--- src/common/tdoa_config.svh ---
// Sizes for the TDOA core; NUM_BITS_XCORRS must cover 2*NUM_BITS_SAMPLE + log2(NUM_SAMPLES)
`ifndef TDOA_CONFIG_SVH
`define TDOA_CONFIG_SVH

// Sample width and frame length
`define NUM_BITS_SAMPLE 12
`define NUM_SAMPLES     64

// Lag range is 0 to 2*MAX_LAGS
`define MAX_LAGS        4
`define NUM_LAGS        (2 * `MAX_LAGS + 1)

`define NUM_XCORRS      3
`define NUM_BITS_XCORRS 30

// Peak threshold and result queue depth, shared with the sink
`define MIN_XCORR_VAL   1
`define RESULT_CREDITS  2

`endif

--- src/common/tdoaPkg.sv ---
// Types for the TDOA core; all widths follow tdoa_config.svh, lag indices assume NUM_LAGS > 1
package tdoaPkg;

    `include "tdoa_config.svh"

    // One signed microphone sample
    typedef logic signed [`NUM_BITS_SAMPLE-1:0] sample_t;

    // Accumulated correlation value
    typedef logic signed [`NUM_BITS_XCORRS-1:0] xcorr_t;

    typedef logic [$clog2(`NUM_LAGS)-1:0] lagIndex_t;

    // Position of a sample set within its frame
    typedef logic [$clog2(`NUM_SAMPLES)-1:0] frameCount_t;

    // One set of simultaneous samples
    typedef struct packed {
        sample_t                     refSample;
        sample_t [`NUM_XCORRS-1:0]   micSample;
    } sampleSet_t;

    // All lags of one correlator, index 0 is lag 0
    typedef xcorr_t [`NUM_LAGS-1:0] xcorrVector_t;

    typedef xcorrVector_t [`NUM_XCORRS-1:0] xcorrBank_t;

    // One peak result per frame
    typedef struct packed {
        lagIndex_t [`NUM_XCORRS-1:0] lagIndex;
        logic [`NUM_XCORRS-1:0]      found;
    } peakResult_t;

    // Peak search sequencer
    typedef enum logic [1:0] {
        peakIdle,
        peakSearch,
        peakDone
    } peakState_e;

endpackage

--- src/design/frameIngress.sv ---
// Grants one frame at a time; sets outside an open frame are ignored, source must send NUM_SAMPLES
`timescale 1ns/10ps
`include "tdoa_config.svh"

module frameIngress import tdoaPkg::*; (
    input  logic        clk50M,
    input  logic        reset,
    input  sampleSet_t  sampleIn,
    input  logic        sampleValid,
    input  logic        slotFree,
    output logic        frameCredit,
    output sampleSet_t  ingressSample,
    output logic        ingressValid,
    output logic        frameStart,
    output logic        frameLast
);

    localparam frameCount_t lastSet = frameCount_t'(`NUM_SAMPLES - 1);

    logic        frameOpen;
    frameCount_t setCount;
    logic        accept;

    assign accept = sampleValid && frameOpen;

    // Credit grant and frame window
    always_ff @(posedge clk50M) begin
        if (reset) begin
            frameOpen   <= 1'b0;
            frameCredit <= 1'b0;
        end else begin
            frameCredit <= 1'b0;
            if (!frameOpen && slotFree) begin
                frameCredit <= 1'b1;
                frameOpen   <= 1'b1;
            end else if (accept && setCount == lastSet) begin
                frameOpen <= 1'b0;
            end
        end
    end

    // Set counter and frame markers
    always_ff @(posedge clk50M) begin
        if (reset) begin
            setCount     <= '0;
            ingressValid <= 1'b0;
            frameStart   <= 1'b0;
            frameLast    <= 1'b0;
        end else begin
            ingressValid <= accept;
            frameStart   <= accept && (setCount == '0);
            frameLast    <= accept && (setCount == lastSet);
            if (accept) begin
                setCount <= (setCount == lastSet) ? '0 : setCount + 1'b1;
            end
        end
    end

    always_ff @(posedge clk50M) begin
        if (accept) begin
            ingressSample <= sampleIn;
        end
    end

endmodule

--- config.mk ---
export PLATFORM = sky130hd
export DESIGN_NAME = frameIngress
export DESIGN_NICKNAME = d
export VERILOG_FILES = /design/src/common/tdoaPkg.sv /design/src/design/frameIngress.sv
export VERILOG_INCLUDE_DIRS = /design/src /design/src/common
export SDC_FILE = /design/constraint.sdc
export NUM_CORES = 1
export LEC_CHECK = 0
export BUFFER_PORTS_ARGS = -buffer_cell sky130_fd_sc_hd__buf_2
export CELL_PAD_IN_SITES_DETAIL_PLACEMENT = 1
export CELL_PAD_IN_SITES_GLOBAL_PLACEMENT = 2
export CORE_MARGIN = 2
export CORE_UTILIZATION = 28
export DETAILED_ROUTE_END_ITERATION = 6
export GPL_TIMING_DRIVEN = 0
export PLACE_DENSITY = 0.74
export SLEW_MARGIN = 20
export SYNTH_ARGS = -nofsm -noshare
export SYNTH_HDL_FRONTEND = slang
export SYNTH_SLANG_ARGS = --single-unit
--- constraint.sdc ---
create_clock -name clk50M -period 2.5 [get_ports clk50M]
set_input_delay 0.5 -clock clk50M [delete_from_list [all_inputs] [get_ports clk50M]]
set_output_delay 0.5 -clock clk50M [all_outputs]
set_load 0.02 [all_outputs]
---- Yosys cells after proc, flatten, opt, wreduce, memory -nomap -nowiden ----
Index checks and enable logic that the tools add are counted.
storage, ports and cells
  input port bits ......................... 52
  bits in registers ....................... 59
  logic and storage cells ................. 23
operators by class
  equal/unequal tests ..................... 1
  add/sub/neg operators ................... 1
  reductions and logical operators ........ 7
  multiplexer cells ....................... 4
operator list
  kind                                         number
  adder 6 x 1 -> 6 bit, second input constant  1
  equality test 6 bit, second input constant   1
  logical NOT 6 bit                            1
  two-way mux 6 bit                            1
  logical AND 1 bit                            4
  two-way mux 1 bit                            3
  nonzero test 2 bit                           1
  logical NOT 1 bit                            1

---- Logic depth before layout (Yosys ltp) ----
  word-level depth ........................ 4
  gate-level depth with buffers ........... 4
  gate-level depth less buffers ........... 4

---- Worst setup path after synthesis ----
No wires, ideal clock.
  path type ............................... input to register
  start point ............................. input port sampleValid
  end point ............................... register ingressSample[0] (netlist bit) (enable)
  setup slack ............................. 0.547 ns
  buffers on the path ..................... 0
  stages on the path ...................... 2
  data arrival time ....................... 1.551 ns
  data required time ...................... 2.098 ns
  library setup time ...................... 0.402 ns
  path through ............................ nand2_1 > inv_1
on the way
  word-level cells in the longest chain between the ends .. 1
ends and longest elaborated chain
  element                 RTL line            RTL
  start: declaration      frameIngress.sv:9   input logic sampleValid,
  logical AND 1 bit       frameIngress.sv:24  assign accept = sampleValid && frameOpen;
  named net accept        frameIngress.sv:22  logic accept;
  end signal: assignment  frameIngress.sv:61  ingressSample <= sampleIn;
  end: declaration        frameIngress.sv:12  output sampleSet_t ingressSample,
The timed path passes the listed nets, and every way through them passes these cells.
A chain may end at the register's enable or synchronous reset.

---- Final worst setup path ----
  start point ............................. register frameOpen
  end point ............................... register ingressSample[9] (netlist bit) (enable)
on the way
  word-level cells in the longest chain between the ends .. 1
ends and longest elaborated chain
  element                   RTL line            RTL
  start: declaration        frameIngress.sv:20  logic frameOpen;
  start signal: assignment  frameIngress.sv:29  frameOpen <= 1'b0;
  start signal: assignment  frameIngress.sv:35  frameOpen <= 1'b1;
  start signal: assignment  frameIngress.sv:37  frameOpen <= 1'b0;
  logical AND 1 bit         frameIngress.sv:24
  named net accept          frameIngress.sv:22
The timed path passes the listed nets, and every way through them passes these cells.

==> results.sh <==
export IMPL_num_antenna_cells=0
export IMPL_drv_slew=0
export IMPL_crit_fanout=26
export IMPL_drc=0
export IMPL_wl_per_cell_um=14.3
export IMPL_via_per_inst=4.30
export IMPL_rsz0062_at_grt="no"
export IMPL_reg2reg_slack_ps=900
export IMPL_min_period_ps=1600
export IMPL_synthDominantCellAreaShare_pct=75.2
export IMPL_min_from="sampleIn[40]"
export IMPL_hpwlAfterDp_um=3160
export IMPL_synthArstFlopShare_pct=0
export IMPL_cts_tree="yes"
export IMPL_design_area_um2=2710
export IMPL_nets=267
export IMPL_grt_max_degree=27
export IMPL_drt_iter0_markers=72
export IMPL_hold_viol=0
export IMPL_initial_core_util_pct=28.5
export IMPL_ctsHoldBuffers=0
export IMPL_cp_slowest_cell="inv_2"
export IMPL_vias=1278
export IMPL_fin_cells=297
export IMPL_grt_pass1_wl_um=6090
export IMPL_power_per_cell_area_nw_per_um2=725
export IMPL_path_cells="buf_6 -> nand2_1 -> inv_2 -> buf_16"
export IMPL_antenna_found_initial=0
export IMPL_place_congestion=0.739
export IMPL_yosys_top_cells_area="edfxtp_1 (75%), dfxtp_1 (11%), ha_1 (1.3%)"
export IMPL_syn_nets=153
export IMPL_synthToLayoutAreaGrowth_pct=41.5
export IMPL_cts_setup_buffers=0
export IMPL_period_share_pct=63.8
export IMPL_dpl_worst_slack_ps=645
export IMPL_cp_end_kind="flop"
export IMPL_cp_data_arrival_time_ps=1630
export IMPL_clk_pin_slew_ps=70
export IMPL_cts_root_buf="clkbuf_8"
export IMPL_rows=30
export IMPL_yosys_top_cells_count="edfxtp_1 (48), dfxtp_1 (11), nor2_1 (6), nand2_1 (5)"
export IMPL_dpl_cell_count=282
export IMPL_leakage_nw=1.12
export IMPL_highest_layer="met4"
export IMPL_cts_sinks=59
export IMPL_r2r_end="ingressSample[9]"
export IMPL_status="finished clean"
export IMPL_ff2ff_path_depth=4
export IMPL_ys_seq_area_share_pct=86.7
export IMPL_track_usage_pct=11.2
export IMPL_layout_drive_gt1_share_pct=56.7
export IMPL_worstMarginPinSlew_ps=607
export IMPL_r2r_start="frameOpen"
export IMPL_synth_distinct_cells=26
export IMPL_synth_edf_count=48
export IMPL_fmax_ghz=0.627
export IMPL_finalSetupTns_ps=0
export IMPL_wirelength_um=4240
export IMPL_clk_latency_ps=330
export IMPL_grt_remaining_overflow=0
export IMPL_grt_pass1_vias=1198
export IMPL_wl_met3_um=442
export IMPL_ant_nets=0
export IMPL_syn_inst=99
export IMPL_first_pass_iters=4
export IMPL_clk_path_buf_depth=2
export IMPL_max_stage_delay_ps=480
export IMPL_syn_area_um2=1920
export IMPL_synth_ff_type="edfxtp_1"
export IMPL_start_kind="flop"
export IMPL_ios=104
export IMPL_holdPathEnd="ingressSample[40]"
export IMPL_dieArea_um2=7520
export IMPL_synth_top_area_cell="edfxtp_1"
export IMPL_irDropWorstVdd_mv=0.237
export IMPL_skew_ps=5.87
export IMPL_timing_hold_ws_ps=344
export IMPL_cp_top_family="buffers and inverters"
export IMPL_ys_warn_count=0
export IMPL_htree_levels=3
export IMPL_setup_ws_ps=904
export IMPL_dieHeight_um=86.7
export IMPL_avgSynthCellArea_um2=19.4
export IMPL_numCtsBuffers=9
export IMPL_crit_required_ps=2530
export IMPL_synth_most_common_cell="edfxtp_1"
export IMPL_finalPower_mw=1.97
export IMPL_fin_util_pct=40.4
export IMPL_drv_cap=0
export IMPL_cts_resized=0
export IMPL_wl_met2_um=1850
export IMPL_die_width_um=86.7
export IMPL_setup_viol=0
export IMPL_ys_ff_latch=59
export IMPL_fp_coreArea_um2=6720
export IMPL_placed_area_um2=2550
export IMPL_relSlewSlack_pct=59.5
export IMPL_crit_buf_inv=3
export IMPL_io_buffers=102
export IMPL_min_delay_path_depth=1
export IMPL_worst_setup_path_type="flop to flop"
export IMPL_wl_met1_um=1880
export IMPL_hp_class="input port to flop"
registers in the layout, summed over array words and instances, names as in the netlist:
| name | flops |
|---|---|
| ingressSample | 48 |
| setCount | 6 |
| frameCredit | 1 |
| frameLast | 1 |
| frameOpen | 1 |
| frameStart | 1 |
| ingressValid | 1 |
cell families (layout without fill, tap and decap cells):
kind of cell               Yosys count  count (layout)  synth area share (%)
buffers and inverters                5             123                  1.76
xor gates and xnor gates             2               2                 0.914
AOI/OAI and AO/OA                    8               8                  2.74
DFF                                 59              59                  86.7
adders and majority gates            2               2                  1.31
and+or+nand+nor                     23              23                  6.59
metal layers:
| layer | up-vias | track usage, % |
|---|---|---|
| met3 | 6 | 4.10 |
| met2 | 81 | 15.8 |
| met1 | 586 | 14.6 |
| met4 | 0 | 6.82 |
| li1 | 605 | - |
| met5 | - | 0 |
layout make-up:
type / count / area (um^2)
plain buffers: 2 / 22.5
clock buffers: 9 / 124
clock inverters: 6 / 33.8
fillers: 719 / 4010
inverters: 3 / 11.3
multi-input cells: 35 / 221
flip-flops and latches: 59 / 1660
well taps: 80 / 100
repair buffers: 103 / 538
cells in the final DEF, fill, tap and decap left out, types with 3 or more instances in the layout:
| master | netlist | final |
|---|---|---|
| nor2_1 | 6 | 6 |
| nand2_1 | 5 | 5 |
| buf_2 | 0 | 102 |
| edfxtp_1 | 48 | 48 |
| clkbuf_8 | 0 | 9 |
| a21oi_1 | 3 | 3 |
| dfxtp_1 | 11 | 11 |
| clkinv_2 | 0 | 3 |
how the worst max path moves through the flow:
stage                startpoint           endpoint  slack, ps  cells past startpoint
CTS                   frameOpen   ingressSample[9]        840                      4
floorplan           sampleValid   ingressSample[0]        550                      2
finish                frameOpen   ingressSample[9]        900                      4
detailed placement  sampleValid  ingressSample[21]        640                      4
global route          frameOpen   ingressSample[9]        780                      4
global placement    sampleValid  ingressSample[34]        -40                      3
report_power, final:
part	leakage [nW]	switching (mW)	total (mW)	internal [mW]
Combinational	0.513	0.0881	0.150	0.0623
Clock	0.0783	0.358	0.702	0.344
Sequential	0.534	0.0106	1.11	1.10
Total	1.12	0.457	1.97	1.51
Note: power is estimated with default switching activity, not from simulation.
