$ cat src/common/tdoa_config.svh
// Sizes for the TDOA core; NUM_BITS_XCORRS must cover 2*NUM_BITS_SAMPLE + log2(NUM_SAMPLES)
`ifndef TDOA_CONFIG_SVH
`define TDOA_CONFIG_SVH

// Sample width and frame length
`define NUM_BITS_SAMPLE 12
`define NUM_SAMPLES     64

// Lag range is 0 to 2*MAX_LAGS
`define MAX_LAGS        4
`define NUM_LAGS        (2 * `MAX_LAGS + 1)

`define NUM_XCORRS      3
`define NUM_BITS_XCORRS 30

// Peak threshold and result queue depth, shared with the sink
`define MIN_XCORR_VAL   1
`define RESULT_CREDITS  2

`endif

$ cat src/common/tdoaPkg.sv
// Types for the TDOA core; all widths follow tdoa_config.svh, lag indices assume NUM_LAGS > 1
package tdoaPkg;

    `include "tdoa_config.svh"

    // One signed microphone sample
    typedef logic signed [`NUM_BITS_SAMPLE-1:0] sample_t;

    // Accumulated correlation value
    typedef logic signed [`NUM_BITS_XCORRS-1:0] xcorr_t;

    typedef logic [$clog2(`NUM_LAGS)-1:0] lagIndex_t;

    // Position of a sample set within its frame
    typedef logic [$clog2(`NUM_SAMPLES)-1:0] frameCount_t;

    // One set of simultaneous samples
    typedef struct packed {
        sample_t                     refSample;
        sample_t [`NUM_XCORRS-1:0]   micSample;
    } sampleSet_t;

    // All lags of one correlator, index 0 is lag 0
    typedef xcorr_t [`NUM_LAGS-1:0] xcorrVector_t;

    typedef xcorrVector_t [`NUM_XCORRS-1:0] xcorrBank_t;

    // One peak result per frame
    typedef struct packed {
        lagIndex_t [`NUM_XCORRS-1:0] lagIndex;
        logic [`NUM_XCORRS-1:0]      found;
    } peakResult_t;

    // Peak search sequencer
    typedef enum logic [1:0] {
        peakIdle,
        peakSearch,
        peakDone
    } peakState_e;

endpackage

$ cat src/design/resultEgress.sv
// Result queue with credit-gated output; a slot stays reserved from frameStart until it is sent
`timescale 1ns/10ps
`include "tdoa_config.svh"

module resultEgress import tdoaPkg::*; (
    input  logic         clk50M,
    input  logic         reset,
    input  peakResult_t  peakOut,
    input  logic         peakValid,
    input  logic         frameStart,
    input  logic         resultCreditReturn,
    output peakResult_t  result,
    output logic         resultValid,
    output logic         slotFree
);

    localparam int depth   = `RESULT_CREDITS;
    localparam int ptrBits = (depth > 1) ? $clog2(depth) : 1;
    localparam int cntBits = $clog2(depth + 1);

    typedef logic [ptrBits-1:0] ptr_t;
    typedef logic [cntBits-1:0] count_t;

    peakResult_t queueMem [depth];
    ptr_t   wrPtr;
    ptr_t   rdPtr;
    count_t filled;
    count_t reserved;
    count_t credits;
    logic   pop;
    logic   popFromMem;
    logic   bypass;
    logic   push;

    function automatic ptr_t nextPtr(input ptr_t ptr);
        return (ptr == ptr_t'(depth - 1)) ? '0 : ptr + 1'b1;
    endfunction

    // Empty queue sends a fresh result straight through
    assign pop        = (credits != '0) && ((filled != '0) || peakValid);
    assign popFromMem = pop && (filled != '0);
    assign bypass     = pop && !popFromMem;
    assign push       = peakValid && !bypass;
    assign slotFree   = (reserved + filled) < count_t'(depth);

    always_ff @(posedge clk50M) begin
        if (reset) begin
            credits     <= count_t'(depth);
            filled      <= '0;
            reserved    <= '0;
            wrPtr       <= '0;
            rdPtr       <= '0;
            resultValid <= 1'b0;
        end else begin
            resultValid <= pop;
            if (pop && !resultCreditReturn) begin
                credits <= credits - 1'b1;
            end else if (!pop && resultCreditReturn && credits != count_t'(depth)) begin
                credits <= credits + 1'b1;
            end
            filled   <= filled + count_t'(push) - count_t'(popFromMem);
            reserved <= reserved + count_t'(frameStart) - count_t'(peakValid);
            if (push) begin
                wrPtr <= nextPtr(wrPtr);
            end
            if (popFromMem) begin
                rdPtr <= nextPtr(rdPtr);
            end
        end
    end

    always_ff @(posedge clk50M) begin
        if (push) begin
            queueMem[wrPtr] <= peakOut;
        end
        if (pop) begin
            result <= popFromMem ? queueMem[rdPtr] : peakOut;
        end
    end

endmodule

$ cat config.mk
export PLATFORM = sky130hd
export DESIGN_NAME = resultEgress
export DESIGN_NICKNAME = d
export VERILOG_FILES = /design/src/common/tdoaPkg.sv /design/src/design/resultEgress.sv
export VERILOG_INCLUDE_DIRS = /design/src /design/src/common
export SDC_FILE = /design/constraint.sdc
export NUM_CORES = 1
export LEC_CHECK = 0
export BUFFER_PORTS_ARGS = -buffer_cell sky130_fd_sc_hd__buf_4
export CAP_MARGIN = 20
export CORE_UTILIZATION = 40
export CTS_CLUSTER_SIZE = 20
export DETAILED_ROUTE_END_ITERATION = 6
export GPL_TIMING_DRIVEN = 0
export PLACE_DENSITY_LB_ADDON = 0.15
export SLEW_MARGIN = 15
export SYNTH_ARGS = -nofsm -noshare
export SYNTH_HDL_FRONTEND = slang
export SYNTH_SLANG_ARGS = --single-unit
$ cat constraint.sdc
create_clock -name clk50M -period 2.5 [get_ports clk50M]
set_input_delay 0.125 -clock clk50M [delete_from_list [all_inputs] [get_ports clk50M]]
set_output_delay 0.125 -clock clk50M [all_outputs]
set_load 0.02 [all_outputs]
; ---- Word level (Yosys, flattened, before mapping)
; Memories as Yosys holds them, arrays and structs flattened. A register that Yosys moved wholly into a read port is not among the register bits.
; Cells that the tools add are included.
[classes]
n_addsub = 9
magnitude_cmp = 1
eq_ne = 1
mux = 9
n_reduce_logical = 15
[op_table]
columns = cell, count
row1 = $mux 15, 1
row2 = $logic_and 1x1->1, 7
row3 = $mux 1, 6
row4 = $reduce_bool 2->1, 3
row5 = $add 2x1->2, 2
row6 = $logic_not 1->1, 4
row7 = $mux 2, 2
row8 = $sub 2x1->2, 2
row9 = $add 1x1->1 const B, 2
row10 = $add 2x1->2 const B, 1
row11 = $add 2x2->2, 1
row12 = $lt 2x2->1 const B, 1
row13 = $ne 2x2->1 const B, 1
row14 = $sub 2x1->2 const B, 1
row15 = $logic_or 1x1->1, 1
[word_totals]
reg_bits = 24
ram_bits = 30
mem_count = 1
[mem_list]
columns = name, words, width, rd, rd_ports_with_merged_regs, write_ports, line_no
row1 = queueMem, 2, 15, 1, 1, 1, resultEgress.sv:24  ; peakResult_t queueMem [depth];

; ---- Logic depth before layout (Yosys ltp)
[logic_depth]
word_depth = 10
mapped_depth = 9
depth_no_buf = 8

; ---- Least setup slack after synthesis
; Ideal clock, no wire load.
[synth_timing]
kind = register to register
startpoint = register credits[0]
endpoint = register filled[1]
setup_ns = 0.078
t_arrival_ns = 1.860
t_required_ns = 2.422
slack_ns = 0.562
path_stages_with_launch = 10
period_less_slack_ns = 1.938
cell_sequence = dfxtp_1 o22ai_1 clkbuf_1 inv_1 ha_1 inv_1 ha_1 xor2_1 and2_1 nor3_1
[synth_between]
elab_chain_len = 9
[synth_rtl]
columns = element, line_no
row1 = from (decl), resultEgress.sv:29  ; count_t credits;
row2 = from (signal assigned), resultEgress.sv:48  ; credits <= count_t'(depth);
row3 = from (signal assigned), resultEgress.sv:57  ; credits <= credits - 1'b1;
row4 = from (signal assigned), resultEgress.sv:59  ; credits <= credits + 1'b1;
row5 = $reduce_bool 2->1 (*), resultEgress.sv:40  ; assign pop = (credits != '0) && ((filled != '0) || peakValid);
row6 = $logic_and 1x1->1 (*), resultEgress.sv:40
row7 = $logic_and 1x1->1, resultEgress.sv:41  ; assign popFromMem = pop && (filled != '0);
row8 = $logic_not 1->1, resultEgress.sv:42  ; assign bypass = pop && !popFromMem;
row9 = $logic_and 1x1->1, resultEgress.sv:42
row10 = $logic_not 1->1, resultEgress.sv:43  ; assign push = peakValid && !bypass;
row11 = $logic_and 1x1->1, resultEgress.sv:43
row12 = $add 2x1->2, resultEgress.sv:61  ; filled <= filled + count_t'(push) - count_t'(popFromMem);
row13 = $sub 2x1->2 (*), resultEgress.sv:61
row14 = to (signal assigned), resultEgress.sv:61
row15 = to (decl), resultEgress.sv:27  ; count_t filled;
; Every way passes the cells marked *; elsewhere a longest branch is shown, timed or not.
; A chain may end at the register's enable or synchronous reset.

; ---- Final worst setup path
[layout_timing]
startpoint = register filled[1]
endpoint = register filled[1]
[layout_between]
elab_chain_len = 10
[layout_rtl]
columns = element, line_no
row1 = $reduce_bool 2->1, "resultEgress.sv:40, resultEgress.sv:41"
row2 = $logic_or 1x1->1, resultEgress.sv:40
row3 = $logic_and 1x1->1, resultEgress.sv:40
row4 = $logic_and 1x1->1, resultEgress.sv:41
row5 = $logic_not 1->1, resultEgress.sv:42
row6 = $logic_and 1x1->1, resultEgress.sv:42
row7 = $logic_not 1->1, resultEgress.sv:43
row8 = $logic_and 1x1->1, resultEgress.sv:43
row9 = $add 2x1->2, resultEgress.sv:61
row10 = $sub 2x1->2 (*), resultEgress.sv:61
; Marked as above.

==> results.yml <==
floorplanning:
  num_rows: 26
  design.die.area_um2: 5720
  io_pins: 37
  die_height_um: 75.6
  coreArea_um2: 5170
  die_w_um: 75.6
  start_util_pct: 41.9
setup_path:
  crit_path_end: "filled[1]"
  worstReg2RegStart: "filled[1]"
  cp.arrival_ns: 2.43
  required_ns: 2.72
  cp-startpoint: "filled[1]"
  cp-end-kind: "register"
  r2r_setup_slack_ns: 0.29
  critPathLaunchType: "register"
  ff2ff_path_depth: 9
  crit_fanout: 10
  rr_endpoint: "filled[1]"
  path_class: "reg2reg"
synthesis:
  synth.top_cells.by_area: "edfxtp_1 62%, dfxtp_1 9.2%, mux2i_1 6.9%"
  synth_top_area_cell: "edfxtp_1"
  synth_top_area_share_pct: 62.4
  yosys.area_share.adder_pct: 2.31
  ys_types: 26
  synth.avg_cell_area_um2: 14.3
  synth_mux_area_share_pct: 7.45
  synth_warnings: 0
  syn_inst: 152
  synth_compound_area_share_pct: 5.43
  synthSimpleGateAreaFrac_pct: 8.20
  ys_seq_elements: 55
  ys_seq_area_share_pct: 71.6
  synth_top_family_by_area: "simple AND/OR/NAND/NOR gates"
  syn_area_um2: 2170
  synth_fp_nets: 176
  synth-xor-area-share_pct: 2.83
pwr:
  p_leak_nw: 1.03
  vdd_ir_drop_max_mv: 0.420
  power_density_nw_per_um2: 1220
  clkPwrFrac_pct: 18.6
  p_sw_share_pct: 34.1
  total_power_w: 0.00326
  power_switching_w: 0.00111
  comb_power_share_pct: 36.7
  p_int_w: 0.00214
  seqPwrFrac_pct: 44.8
clocking:
  cts.sinks: 55
  clk_pin_slew_ns: 0.09
  cts_buffer_depth: 2
  cts_made_buffers: 5
  cts_tree: "yes"
  cts_setup_buffers: 0
  cts_root_buf: "clkbuf_8"
  clk_latency_ns: 0.30
  htree_levels: 2
global_route:
  grt_pass1_wl_um: 5730
  antenna_found_initial: 0
  grt_max_degree: 18
  track_usage_pct: 14.3
  overflow: 0
  first_global_vias: 1250
sta:
  finClkSkew_ns: 0.00447
  setup_violations: 0
  worstMarginPinSlew_ns: 0.913
  rsz0062_at_grt: "no"
  finalHoldViolCount: 0
  fmax_ghz: 0.453
  tns_ns: 0
  slew_headroom_pct: 39.1
  drv_slew: 0
  fin_crit_sh_pct: 88.3
  post-route-min-period_ns: 2.21
detailed_routing:
  drt_iter0_drc: 88
  post_drt_wl_per_cell_um: 14.2
  vias: 1281
  routed_wl_um: 3820
  dr.pass1.iters: 4
  ant_nets: 0
  vias_per_cell: 4.78
  drc_errors: 0
cells_and_area:
  fin_util_pct: 51.7
  final_layout_size_suffix_gt1_share_pct: 26.3
  insertedDiodeCount: 0
  n_fill_cell: 449
  final_cell_mix: "45 x edfxtp_1, 36 x buf_4, 17 x nand2_1"
  design_area_um2: 2680
  final_common_cell: "edfxtp_1"
  final_cells: 268
  syn_to_final_growth_pct: 23.4
  finalNetCount: 221
place:
  dp_cells: 258
  dp_hpwl_um: 2540
  dpl_cell_area_um2: 2530
  portBuffers: 36
  gp_congestion: 0.740
hold_path:
  hold_path.class: "in2reg"
status:
  outcome: "complete, no violations"
job:
  drv_cap: 0
-- stage by stage --
step                      hold WS, ns  setup WS [ns]
after floorplan                 0.224          0.562
after global placement          0.319          0.248
after detailed placement        0.322          0.179
after CTS                     0.00406          0.114
after global routing          0.00123         0.0714
final                          0.0180          0.291
-- cells by family after synthesis --
| kind of cell | count (synthesis) |
|---|---|
| adders and majority gates | 4 |
| buffers and inverters | 12 |
| and+or+nand+nor | 37 |
| muxes | 16 |
| AOI/OAI and AO/OA | 21 |
| DFF | 55 |
| xor gates and xnor gates | 7 |
-- layout make-up --
cell class / count / area, µm² / area share, %
buffer: 6 / 26.3 / 0.982
clock buffer: 6 / 82.6 / 3.09
clock inverter: 2 / 38.8 / 1.45
inverter: 6 / 22.5 / 0.842
multi-input combinational: 85 / 576 / 21.5
sequential: 55 / 1550 / 58.0
tap: 70 / 87.6 / 3.27
timing repair buffer: 38 / 290 / 10.9
-- layer usage --
layer,routed length (µm),GRT usage [%],up-vias
li1,-,-,635
met1,1680,16.4,621
met2,2000,25.9,23
met3,117,3.57,2
met4,22,4.94,0
met5,0,0,-
-- synth_stat cells (all sizes together) --
library cell and n:
and4 1, clkinv 1, xnor2 4, mux2i 15, xor2 3, a21oi 2
nor2b 3, dfxtp 10, and2 1, nand2 17, nor2 10, clkbuf 4
o21ai 16, or4b 1, inv 5, mux2 1, ha 4, o31ai 1
or3 1, buf 2, edfxtp 45, a221oi 1, o22ai 1, nor3 3
-- power by group through the flow --
| stage | Combinational, W | Clock, W | Sequential [W] |
|---|---|---|---|
| floorplan | 0.000608 | 0 | 0.00163 |
| global placement | 0.00117 | 0 | 0.00147 |
| detailed placement | 0.00121 | 0 | 0.00148 |
| CTS | 0.00121 | 0.000620 | 0.00146 |
| global route | 0.00133 | 0.000649 | 0.00149 |
| finish | 0.00119 | 0.000605 | 0.00146 |
-- critical path: stages, from the launching register on --
cell and delay (ns):
dfxtp_1 0.41, o22ai_1 0.39, clkbuf_2 0.34, inv_1 0.08, ha_1 0.27, inv_1 0.04, ha_1 0.17, xor2_1 0.14
and2_1 0.15, nor3_1 0.14
-- state kept, by name (all words and copies together), names as in the netlist, named ones only --
register / flops
resultValid: 1
credits: 2
reserved: 2
filled: 2
wrPtr: 1
result: 15
rdPtr: 1
queueMem: 30
-- how the worst min path moves through the flow --
stage / endpoint / cells past startpoint / slack (ns) / startpoint
floorplan: queueMem[0][0] / 0 / 0.22 / peakOut[0]
global placement: queueMem[0][1] / 1 / 0.32 / peakOut[1]
detailed placement: queueMem[1][8] / 1 / 0.32 / peakOut[8]
CTS: queueMem[0][8] / 1 / 0.004 / peakOut[8]
global route: queueMem[1][11] / 1 / 0.001 / peakOut[11]
finish: queueMem[0][6] / 1 / 0.02 / peakOut[6]
-- repair_timing --
action                     in CTS  in global routing
setup endpoints to repair       0                  1
gates resized for setup         0                  2
hold buffers                    0                  2
hold endpoints to repair        0                  4
Note: power is estimated with default switching activity, not from simulation.
