<file path="src/common/tdoa_config.svh">
// Sizes for the TDOA core; NUM_BITS_XCORRS must cover 2*NUM_BITS_SAMPLE + log2(NUM_SAMPLES)
`ifndef TDOA_CONFIG_SVH
`define TDOA_CONFIG_SVH

// Sample width and frame length
`define NUM_BITS_SAMPLE 12
`define NUM_SAMPLES     64

// Lag range is 0 to 2*MAX_LAGS
`define MAX_LAGS        4
`define NUM_LAGS        (2 * `MAX_LAGS + 1)

`define NUM_XCORRS      3
`define NUM_BITS_XCORRS 30

// Peak threshold and result queue depth, shared with the sink
`define MIN_XCORR_VAL   1
`define RESULT_CREDITS  2

`endif

</file>
<file path="src/common/tdoaPkg.sv">
// Types for the TDOA core; all widths follow tdoa_config.svh, lag indices assume NUM_LAGS > 1
package tdoaPkg;

    `include "tdoa_config.svh"

    // One signed microphone sample
    typedef logic signed [`NUM_BITS_SAMPLE-1:0] sample_t;

    // Accumulated correlation value
    typedef logic signed [`NUM_BITS_XCORRS-1:0] xcorr_t;

    typedef logic [$clog2(`NUM_LAGS)-1:0] lagIndex_t;

    // Position of a sample set within its frame
    typedef logic [$clog2(`NUM_SAMPLES)-1:0] frameCount_t;

    // One set of simultaneous samples
    typedef struct packed {
        sample_t                     refSample;
        sample_t [`NUM_XCORRS-1:0]   micSample;
    } sampleSet_t;

    // All lags of one correlator, index 0 is lag 0
    typedef xcorr_t [`NUM_LAGS-1:0] xcorrVector_t;

    typedef xcorrVector_t [`NUM_XCORRS-1:0] xcorrBank_t;

    // One peak result per frame
    typedef struct packed {
        lagIndex_t [`NUM_XCORRS-1:0] lagIndex;
        logic [`NUM_XCORRS-1:0]      found;
    } peakResult_t;

    // Peak search sequencer
    typedef enum logic [1:0] {
        peakIdle,
        peakSearch,
        peakDone
    } peakState_e;

endpackage

</file>
<file path="src/peak/peak.sv">
// Peak search over a captured bank; the lag bank may refill while a search runs
`timescale 1ns/10ps
`include "tdoa_config.svh"

module peak import tdoaPkg::*; (
    input  logic         clk50M,
    input  logic         reset,
    input  xcorrBank_t   xcorrIn,
    input  logic         xcorrValid,
    output peakResult_t  peakOut,
    output logic         peakValid
);

    localparam int numMics = `NUM_XCORRS;

    xcorrBank_t  xcorrHold;
    lagIndex_t   lagIterator;
    logic        searchActive;
    logic        searchFirst;
    lagIndex_t   finderIndex [numMics];
    logic [numMics-1:0] finderFound;

    always_ff @(posedge clk50M) begin
        if (xcorrValid) begin
            xcorrHold <= xcorrIn;
        end
    end

    peakSequencer peakSequencer_inst (
        .clk50M       (clk50M),
        .reset        (reset),
        .xcorrValid   (xcorrValid),
        .lagIterator  (lagIterator),
        .searchActive (searchActive),
        .searchFirst  (searchFirst),
        .peakValid    (peakValid)
    );

    // One finder per correlator, all driven by the same iterator
    for (genvar i = 0; i < numMics; i++) begin : finderGen
        peakFinder peakFinder_inst (
            .clk50M       (clk50M),
            .reset        (reset),
            .xcorrIn      (xcorrHold[i]),
            .lagIterator  (lagIterator),
            .searchActive (searchActive),
            .searchFirst  (searchFirst),
            .lagIndex     (finderIndex[i]),
            .found        (finderFound[i])
        );
    end

    always_comb begin
        peakOut.found = finderFound;
        for (int i = 0; i < numMics; i++) begin
            peakOut.lagIndex[i] = finderIndex[i];
        end
    end

endmodule

</file>
<file path="src/peak/peakFinder.sv">
// Running maximum over one lag vector; ties keep the lowest lag, outputs valid after the last lag
`timescale 1ns/10ps
`include "tdoa_config.svh"

module peakFinder import tdoaPkg::*; (
    input  logic          clk50M,
    input  logic          reset,
    input  xcorrVector_t  xcorrIn,
    input  lagIndex_t     lagIterator,
    input  logic          searchActive,
    input  logic          searchFirst,
    output lagIndex_t     lagIndex,
    output logic          found
);

    localparam xcorr_t minValue = xcorr_t'(`MIN_XCORR_VAL);

    xcorr_t    current;
    xcorr_t    maxValue;
    lagIndex_t maxIndex;

    assign current = xcorrIn[lagIterator];

    always_ff @(posedge clk50M) begin
        if (reset) begin
            maxValue <= '0;
            maxIndex <= '0;
        end else if (searchActive) begin
            // Strictly greater, so an equal later lag never wins
            if (searchFirst || current > maxValue) begin
                maxValue <= current;
                maxIndex <= lagIterator;
            end
        end
    end

    // Weak maximum reports no peak
    assign found    = (maxValue >= minValue);
    assign lagIndex = found ? maxIndex : '0;

endmodule

</file>
<file path="src/peak/peakSequencer.sv">
// Steps the lag iterator once per cycle; a new xcorrValid is taken only in idle or done
`timescale 1ns/10ps
`include "tdoa_config.svh"

module peakSequencer import tdoaPkg::*; (
    input  logic       clk50M,
    input  logic       reset,
    input  logic       xcorrValid,
    output lagIndex_t  lagIterator,
    output logic       searchActive,
    output logic       searchFirst,
    output logic       peakValid
);

    localparam lagIndex_t lastLag = lagIndex_t'(`NUM_LAGS - 1);

    peakState_e state;

    always_ff @(posedge clk50M) begin
        if (reset) begin
            state       <= peakIdle;
            lagIterator <= '0;
        end else begin
            case (state)
                peakIdle: begin
                    lagIterator <= '0;
                    if (xcorrValid) begin
                        state <= peakSearch;
                    end
                end
                peakSearch: begin
                    if (lagIterator == lastLag) begin
                        state <= peakDone;
                    end else begin
                        lagIterator <= lagIterator + 1'b1;
                    end
                end
                peakDone: begin
                    // Back-to-back bank may start right away
                    lagIterator <= '0;
                    state       <= xcorrValid ? peakSearch : peakIdle;
                end
                default: begin
                    state <= peakIdle;
                end
            endcase
        end
    end

    assign searchActive = (state == peakSearch);
    assign searchFirst  = searchActive && (lagIterator == '0);
    // Finder outputs are final in the done cycle
    assign peakValid    = (state == peakDone);

endmodule

</file>
<file path="config.mk">
export PLATFORM = sky130hd
export DESIGN_NAME = peak
export DESIGN_NICKNAME = d
export VERILOG_FILES = /design/src/common/tdoaPkg.sv /design/src/peak/peak.sv /design/src/peak/peakFinder.sv /design/src/peak/peakSequencer.sv
export VERILOG_INCLUDE_DIRS = /design/src /design/src/common
export SDC_FILE = /design/constraint.sdc
export NUM_CORES = 1
export LEC_CHECK = 0
export BUFFER_PORTS_ARGS = -buffer_cell sky130_fd_sc_hd__buf_2
export CAP_MARGIN = 15
export CORE_AREA = 2 2 319 321
export DETAILED_ROUTE_END_ITERATION = 6
export DIE_AREA = 0 0 321 323
export GPL_ROUTABILITY_DRIVEN = 0
export SYNTH_ARGS = -nofsm -noshare
export SYNTH_HDL_FRONTEND = slang
export SYNTH_SLANG_ARGS = --single-unit
</file>
<file path="constraint.sdc">
create_clock -name clk50M -period 3.6 [get_ports clk50M]
set_input_delay 0.54 -clock clk50M [delete_from_list [all_inputs] [get_ports clk50M]]
set_output_delay 0.54 -clock clk50M [all_outputs]
set_load 0.02 [all_outputs]
</file>
## Word level (Yosys, flattened, before mapping)

Index checks and enable logic that the tools add are counted.

- Register bits after elaboration: 918
- Input port bits: 813
- Output and inout port bits: 16

- $add $sub $neg: 1
- Magnitude comparators: 7
- Equality and inequality tests: 6
- Multiplexer cells: 15
- Reductions and logical operators: 13

Operators with widths:

| kind | count |
|---|---|
| $bmux W30 S4 | 3 |
| $ge A30 B2 Y1 const B | 3 |
| $gt A30 B30 Y1 | 3 |
| $mux W30 | 3 |
| $mux W4 | 4 |
| $reduce_and A2 Y1 | 5 |
| $pmux W4 S2 | 1 |
| $ne A2 B2 Y1 const B | 3 |
| $pmux W2 S3 | 1 |
| $lt A4 B5 Y1 const B | 1 |
| $add A4 B1 Y4 const B | 1 |
| $eq A4 B4 Y1 const B | 1 |
| $logic_not A4 Y1 | 1 |
| $mux W2 | 2 |
| $logic_or A1 B1 Y1 | 3 |
| $eq A2 B1 Y1 const B | 1 |
| $eq A2 B2 Y1 const B | 1 |
| $logic_not A2 Y1 | 1 |
| $reduce_bool A2 Y1 | 1 |
| $reduce_or A2 Y1 | 1 |
| $logic_and A1 B1 Y1 | 1 |
| $mux W1 | 1 |

## Depth between registers and ports, before layout

Gate-level depths: netlist of run 1.

- Word-level depth: 5
- Depth in mapped cells: 17

## By module

Synthesis of run 1 repeated with hierarchy kept, for this count alone.

- Cells, all modules: 2204
- Area total of the unflattened synthesis: 38305.5 sq um

By module, submodules not included:

| module | instances | cells an instance | area an instance (sq um) |
|---|---|---|---|
| peak | 1 | 810 | 24323.3 |
| peakFinder (finderGen[1].peakFinder_inst) | 1 | 458 | 4575.6 |
| peakFinder (finderGen[0].peakFinder_inst) | 1 | 458 | 4554.4 |
| peakFinder (finderGen[2].peakFinder_inst) | 1 | 446 | 4550.6 |
| peakSequencer | 1 | 32 | 301.5 |

## Worst setup path after synthesis of run 1

No wires, ideal clock.

- Path type: register to register
- Start point: register peakSequencer_inst.lagIterator[0]
- End point: register finderGen[2].peakFinder_inst.maxValue[0]
- Library setup time: 0.134 ns
- Data arrival time: 3.454 ns
- Data required time: 3.466 ns
- Path slack: 0.012 ns
- Stages on the path, launching flop included: 16
- Buffers on the path: 4
- Period minus slack after synthesis: 3.588 ns
- Path through: dfxtp_1 > buf_2 > buf_4 > buf_2 > mux4_2 > mux2i_1 > o21ai_0 > ha_1 > a21oi_1 > a21boi_1 > o31a_1 > o31a_1 > o211a_1 > clkbuf_1 > nor4_1 > a211oi_1

- Word-level cells in the longest chain between the ends: 5

Ends and longest elaborated chain:

| element | RTL line | text |
|---|---|---|
| from (decl) | peakSequencer.sv:9 | `output lagIndex_t lagIterator,` |
| from (signal assigned) | peakSequencer.sv:35 | `lagIterator <= lagIterator + 1'b1;` |
| $bmux W30 S4 | peakFinder.sv:22 | `assign current = xcorrIn[lagIterator];` |
| $mux W30 (implied by the code) | peakFinder.sv:22 |  |
| named net finderGen[2].peakFinder_inst.current[4] | peakFinder.sv:18 | `xcorr_t current;` |
| $gt A30 B30 Y1 | peakFinder.sv:30 | `if (searchFirst \|\| current > maxValue) begin` |
| $logic_or A1 B1 Y1 | peakFinder.sv:30 |  |
| $reduce_and A2 Y1 (no source line) | n/a |  |
| to (signal assigned) | peakFinder.sv:31 | `maxValue <= current;` |
| to (decl) | peakFinder.sv:19 | `xcorr_t maxValue;` |

The timed path passes the listed nets, and every way through them passes these cells. The select of a mux whose other input is x is not followed.
A chain may end at the register's enable or synchronous reset.

## Worst setup path in the final report of run 1

- Start point: register peakSequencer_inst.lagIterator[0]
- End point: register finderGen[0].peakFinder_inst.maxValue[17]

- Word-level cells in the longest chain between the ends: 5

Ends and longest elaborated chain:

| element | RTL line |
|---|---|
| $bmux W30 S4 | peakFinder.sv:22 |
| $mux W30 (implied by the code) | peakFinder.sv:22 |
| named net finderGen[0].peakFinder_inst.current[25] | peakFinder.sv:18 |
| $gt A30 B30 Y1 | peakFinder.sv:30 |
| $logic_or A1 B1 Y1 | peakFinder.sv:30 |
| $reduce_and A2 Y1 (no source line) | n/a |
| to (signal assigned) | peakFinder.sv:31 |
| to (decl) | peakFinder.sv:19 |

The timed path passes the listed nets, and every way through them passes these cells. The select of a mux whose other input is x is not followed.

==> results_dict.tcl, run 1 <==
set metrics [dict create \
    power_density_mw_per_mm2 494 \
    cts-root-buf "clkbuf_16" \
    tritoncts.num_buffers 97 \
    first_pass_iters 5 \
    clk-insertion-delay-late_ps 680 \
    dpl.hpwl_um 76800 \
    fin_cells 5313 \
    final_layout_size_suffix_gt1_frac 0.389 \
    grt_pass1_wl_um 167000 \
    dieArea_sq_mm 0.104 \
    die_h_um 323 \
    rsz0062_at_grt "yes" \
    fmax_mhz 253 \
    worst-slew-pin-transition_ps 730 \
    core_area_sq_mm 0.101 \
    port_buffers 828 \
    ioPinCount 829 \
    drt_iter0_drc 2007 \
    grt_use_total 0.214 \
    fin_area_sq_mm 0.0559 \
    dieWidth_um 321 \
    yosys_warnings 0 \
    cap_violations 0 \
    nets 4795 \
    area_growth_pct 49.3 \
    startpoint_type "flip-flop" \
    placed_cell_area_sq_mm 0.0449 \
    start_util 0.372 \
    drc 0 \
    leakage_uw 0.0211 \
    hold_viol 0 \
    timing.hold.ws_ps 47.9 \
    overflow 0 \
    setup_viol 102 \
    criticalPathCategory "flip-flop to flip-flop" \
    violations "setup timing" \
    drt_wl_total_um 116000 \
    skew_ps 26.6 \
    syn-num-nets 3068 \
    finalCritPeriodShare 1.10 \
    syn-mean-instance-area_sq_um 17.3 \
    fin_ws_ps -351 \
    synth_area_sq_mm 0.0374 \
    cp_max_fo 8 \
    ant_nets 0 \
    worstPathRequired_ps 4190 \
    cp-end-kind "flip-flop" \
    clockBufferDepth 3 \
    netlist_instances 2163 \
    placed_cells 4394 \
    avgViaCountPerCell 5.02 \
    row_count 117 \
    finalMaxSlewViolations 0 \
    yosysSeqAreaShare 0.708 \
    hold_path.class "input port to flip-flop" \
    vias 26679 \
    clkSlewWorstSetupHoldPaths_ps 60 \
    grt_max_degree 108 \
    cts_tree "built" \
    worstPathArrival_ps 4540 \
    status "finished with violations" \
    ys_types 47 \
    routedWlPerCell_um 21.9 \
    worst_slew_margin_rel 0.513 \
    fin_crit_ps 3950 \
    cts.sinks 918 \
    grt_pass1_vias 28248 \
    ir_drop_uv 407 \
    antenna_found_initial 32 \
    cts_max_level 3 \
    fin_tns_setup_ps -26490 \
    ys_seq_elements 918 \
]
state kept, by name (all words and copies together) (netlist names):
| signal | cells |
|---|---|
| finderGen.peakFinder_inst.maxIndex | 12 |
| finderGen.peakFinder_inst.maxValue | 90 |
| xcorrHold | 810 |
| peakSequencer_inst.lagIterator | 4 |
| peakSequencer_inst.state | 2 |
report_power, final:
group | leakage, uW | internal [uW] | switching, uW
Clock | 0.00155 | 5920 | 4260
Sequential | 0.00882 | 12600 | 375
Combinational | 0.0107 | 2380 | 2040
routing by layer:
metal / up-vias / GRT usage / part of all wire
li1: 12208 / - / -
met1: 13227 / 0.256 / 0.39
met2: 1007 / 0.380 / 0.52
met3: 235 / 0.0468 / 0.057
met4: 2 / 0.0793 / 0.031
met5: - / 0 / 0.000060
synth_stat cells, drive strengths merged:
library cell | number | area share
o211a | 3 | 0.00080
mux2i | 102 | 0.027
a211oi | 65 | 0.017
nand4b | 1 | 0.00023
nand2 | 109 | 0.011
nand3 | 15 | 0.0020
dfxtp | 108 | 0.058
a21boi | 3 | 0.00060
or3b | 2 | 0.00047
nor2 | 29 | 0.0029
xor2 | 2 | 0.00047
nand4 | 25 | 0.0043
a221oi | 1 | 0.00023
buf | 62 | 0.0093
or3 | 7 | 0.0012
nor4 | 53 | 0.0089
o31ai | 2 | 0.00040
a21oi | 42 | 0.0056
and2 | 6 | 0.0010
a21o | 4 | 0.00080
nand2b | 17 | 0.0028
inv | 101 | 0.010
mux4 | 180 | 0.11
o211ai | 6 | 0.0012
nor3b | 4 | 0.00094
o21ai | 99 | 0.013
a31oi | 91 | 0.015
nor2b | 2 | 0.00033
ha | 92 | 0.031
or4 | 1 | 0.00020
o31a | 4 | 0.00094
clkbuf | 70 | 0.0070
nand3b | 2 | 0.00040
a22oi | 2 | 0.00040
or2 | 1 | 0.00017
edfxtp | 810 | 0.65
nor3 | 40 | 0.0059
path summary, 6_finish.rpt:
kind	from	endpoint	slack [ps]	cells after the start
max	peakSequencer_inst.lagIterator[0]$_SDFFE_PP0P_	finderGen[0].peakFinder_inst.maxValue[17]$_SDFFE_PP0P_	-350	16
min	xcorrIn[384]	xcorrHold[384]$_DFFE_PP_	50	1
max reg2reg	peakSequencer_inst.lagIterator[0]$_SDFFE_PP0P_	finderGen[0].peakFinder_inst.maxValue[17]$_SDFFE_PP0P_	-350	16
min reg2reg	finderGen[1].peakFinder_inst.maxIndex[1]$_SDFFE_PP0P_	finderGen[1].peakFinder_inst.maxIndex[1]$_SDFFE_PP0P_	480	2
stage by stage:
stage | setup WS (ps) | utilization | total power (uW)
after detailed placement | -470 | 0.446 | 16600
after floorplan | 12.5 | - | 14900
after global placement | -475 | 0.446 | 16600
final | -351 | 0.555 | 27600
after global routing | -474 | 0.555 | 28700
after CTS | -255 | 0.547 | 27500
cells by family (layout without fill, tap and decap cells):
| family | after synthesis | count (layout) | share of synthesized area |
|---|---|---|---|
| fa+ha+maj | 92 | 92 | 0.0308 |
| flops | 918 | 918 | 0.708 |
| xor+xnor | 2 | 2 | 0.000468 |
| buf+inv | 233 | 2039 | 0.0265 |
| other cells | 0 | 35 | 0 |
| simple gates | 314 | 314 | 0.0427 |
| mux | 282 | 282 | 0.136 |
| compound gates | 322 | 322 | 0.0562 |
layout by cell type (no fill, tap or decap), types with 22 or more instances in the layout:
cell type / instances
a211oi_1: 32
buf_12: 41
dfxtp_1: 104
mux2i_2: 22
o21ai_0: 32
nor2_1: 24
nand2_1: 109
clkinv_1: 25
edfxtp_1: 810
inv_1: 101
clkbuf_16: 105
nor4_1: 48
mux4_2: 180
o21ai_1: 53
a31oi_1: 81
mux2i_1: 72
diode_2: 35
buf_2: 826
a211oi_2: 33
a21oi_1: 36
buf_4: 205
dlygate4sd3_1: 657
nand4_1: 24
ha_1: 91
nor3_1: 35
final cells by class:
class                           instances  area (sq um)
Antenna cell                           35          87.6
Clock buffer                          118          2600
Clock inverter                         60           612
Fill cell                            7916         44900
Inverter                              101           379
Multi-Input combinational cell       1012         10500
Sequential cell                       918         26500
Tap cell                             1309          1640
Timing Repair Buffer                 1760         13600
what timing repair did:
action | in CTS | in global routing
setup buffers | 19 | 22
endpoints found under the hold margin | 657 | 0
resized for setup | 86 | 98
cloned | 1 | 7
setup endpoints to repair | 102 | 102
hold buffers | 657 | 0
pin swaps | 6 | 30
worst max-delay path, cell delays in order (launching register included):
cell	delay, ps
dfxtp_4	420
buf_16	200
buf_16	160
mux4_2	540
mux2i_4	190
o21ai_1	120
ha_1	350
nand4_1	230
buf_4	220
nor4_2	250
buf_4	160
a31oi_2	100
o211ai_1	200
buf_4	240
clkbuf_16	160
a31oi_1	90
a211oi_2	200
No activity file was read; power rests on OpenSTA's default activity.
==> inputs of run 2 (changes only) <==
--- a/config.mk
+++ b/config.mk
@@ -6,12 +6,14 @@
 export SDC_FILE = /design/constraint.sdc
 export NUM_CORES = 1
 export LEC_CHECK = 0
+export ABC_AREA = 1
 export BUFFER_PORTS_ARGS = -buffer_cell sky130_fd_sc_hd__buf_2
 export CAP_MARGIN = 15
-export CORE_AREA = 2 2 319 321
+export CORE_AREA = 2 2 325 327
 export DETAILED_ROUTE_END_ITERATION = 6
-export DIE_AREA = 0 0 321 323
+export DIE_AREA = 0 0 327 329
 export GPL_ROUTABILITY_DRIVEN = 0
 export SYNTH_ARGS = -nofsm -noshare
 export SYNTH_HDL_FRONTEND = slang
+export SYNTH_HIERARCHICAL = 1
 export SYNTH_SLANG_ARGS = --single-unit
==> constraint.sdc (replaced) <==
create_clock -name clk50M -period 3.9 [get_ports clk50M]
set_input_delay 0.585 -clock clk50M [delete_from_list [all_inputs] [get_ports clk50M]]
set_output_delay 0.585 -clock clk50M [all_outputs]
set_load 0.02 [all_outputs]
==> results_dict.tcl, run 2 <==
set metrics [dict create \
    yosysMostFrequentCell "edfxtp_1" \
    finalMaxSlewViolations 0 \
    dieArea_sq_mm 0.108 \
    leakage_uw 0.0195 \
    syn-mean-instance-area_sq_um 11.6 \
    worst_slew_margin_rel 0.324 \
    ys_async_sr_fraction 0 \
    antenna_found_initial 45 \
    setup_viol 0 \
    yosys_warnings 6 \
    ioPinCount 829 \
    worst-slew-pin-transition_ps 1010 \
    die_h_um 329 \
    cp-end-kind "flip-flop" \
    tritoncts.num_buffers 98 \
    ys_types 38 \
    worstPathArrival_ps 4240 \
    ir_drop_uv 362 \
    synth_top_cell_by_area "edfxtp_1" \
    layout_commonest_cell "buf_2" \
    avgViaCountPerCell 5.11 \
    grt_pass1_vias 28028 \
    critPathSlowestCell "dfxtp_4" \
    cts_max_level 3 \
    hold_buffers 0 \
    drc 0 \
    clk-insertion-delay-late_ps 680 \
    syn-num-nets 4262 \
    synthFlopType "edfxtp_1" \
    nFillCells 9626 \
    fin_crit_ps 3680 \
    seqCellArea_sq_mm 0.0265 \
    skew_ps 27.3 \
    largest_reg_flops 810 \
    cts.sinks 918 \
    synthTopCellsByArea "edfxtp_1, dfxtp_1, nor2_1" \
    cts_tree "built" \
    reg_top3 "xcorrHold x810, finderGen.peakFinder_inst/maxValue x90, finderGen.peakFinder_inst/maxIndex x12" \
    cp_max_fo 45 \
    row_count 119 \
    first_pass_iters 5 \
    critical-path-top-delay-family "simple AND/OR/NAND/NOR gates" \
    status "complete, no violations" \
    crit_buf_inv 3 \
    synth_edf_count 810 \
    regMostFlops "xcorrHold" \
    dieWidth_um 327 \
    routedWlPerCell_um 21.6 \
    dpl.hpwl_um 88000 \
    power_density_mw_per_mm2 518 \
    grt_pass1_wl_um 177000 \
    netlist_instances 3357 \
    cts-root-buf "clkbuf_16" \
    drt_wl_total_um 123000 \
    synth_area_sq_mm 0.0389 \
    fmax_mhz 272 \
    yosysTopAreaCellShare 0.625 \
    cap_violations 0 \
    hold_viol 0 \
    ant_nets 0 \
    grt_max_degree 206 \
    ys_seq_elements 918 \
    criticalPathCategory "flip-flop to flip-flop" \
    vias 29170 \
    multiInputGateArea_sq_mm 0.0101 \
    drt_iter0_drc 2671 \
    finalCritPeriodShare 0.943 \
    hold_path.class "input port to flip-flop" \
    netlist_top_cells_count "edfxtp_1, nor2_1, o21ai_0" \
    overflow 0 \
    critPathMaxStageDelay_ps 470 \
    path_cells "buf_12 > buf_12 > o21ai_0 > o221ai_1 > o211ai_1 > o21ai_1 > ha_1 > nand2_1 > nor2_2 > nand4_1 > nor2_1 > nand2_1 > nand3_1 > nand3_1 > nand2_2 > buf_12 > nand3_1 > nand2_1 > nor2_1" \
    mostFrequentLayoutCells "buf_2, edfxtp_1, nor2_1" \
    final_layout_size_suffix_gt1_frac 0.266 \
    port_buffers 828 \
    p_total_uw 25100 \
    clkSlewWorstSetupHoldPaths_ps 60 \
    nets 5098 \
    startpoint_type "flip-flop" \
    area_growth_pct 24.4 \
    core_area_sq_mm 0.104 \
    fin_cells 5703 \
    yosysSeqAreaShare 0.680 \
    start_util 0.373 \
    clockBufferDepth 3 \
    worstPathRequired_ps 4460 \
    grt_use_total 0.219 \
    placed_cells 5478 \
]
## run 2: cell type report
| cell class | instances | share of cell area |
|---|---|---|
| multi-input cells | 1883 | 0.208 |
| inverters | 352 | 0.0275 |
| flip-flops and latches | 918 | 0.547 |
| diodes | 38 | 0.00196 |
| clock buffers | 128 | 0.0547 |
| clock inverters | 53 | 0.0110 |
| well taps | 1391 | 0.0359 |
| repair buffers | 940 | 0.113 |
## run 2: through the flow
stage          utilization  hold WS (ps)  setup WS [ps]  area, sq um  setup TNS [ps]
4_1_cts              0.462          3.52            125        48200               0
3_5_place_dp         0.432           467            139        45000               0
3_3_place_gp         0.432           461            214        45000               0
2_1_floorplan            -           452            866        38900               0
6_report             0.464          73.2            221        48400               0
5_1_grt              0.464          29.6          -25.6        48400            -104
## run 2: path summary, 6_finish.rpt
path	startpoint	to	slack [ps]	cells past startpoint
hold reg to reg	finderGen[1].peakFinder_inst/maxValue[15]$_SDFFE_PP0P_	finderGen[1].peakFinder_inst/maxValue[15]$_SDFFE_PP0P_	480	2
setup / recovery	peakSequencer_inst/lagIterator[0]$_SDFFE_PP0P_	finderGen[0].peakFinder_inst/maxValue[3]$_SDFFE_PP0P_	220	19
hold / removal	xcorrIn[500]	xcorrHold[500]$_DFFE_PP_	70	1
setup reg to reg	peakSequencer_inst/lagIterator[0]$_SDFFE_PP0P_	finderGen[0].peakFinder_inst/maxValue[3]$_SDFFE_PP0P_	220	19
## run 2: cells by family after synthesis
family	Yosys count	synth area share
simple gates	978	0.104
fa+ha+maj	92	0.0296
xor+xnor	1	0.000225
buf+inv	556	0.0607
compound gates	812	0.126
flops	918	0.680
## run 2: metal layers
layer / vias up / GRT usage / part of all wire
li1: 13707 / - / -
met1: 14014 / 0.288 / 0.41
met2: 1224 / 0.363 / 0.49
met3: 211 / 0.0414 / 0.072
met4: 14 / 0.0781 / 0.027
met5: - / 0 / 0.00075
## run 2: timing repair
| action | 4_1_cts | 5_1_grt |
|---|---|---|
| resized for setup | 0 | 10 |
| setup endpoints to repair | 0 | 102 |
| endpoints found under the hold margin | 0 | 0 |
| buffers inserted | 0 | 5 |
## run 2: power breakdown
group / leakage, uW / internal, uW / switching, uW
sequential: 0.00882 / 11600 / 344
combinational: 0.00917 / 1460 / 2340
clock: 0.00156 / 5290 / 4010
total: 0.0195 / 18400 / 6690
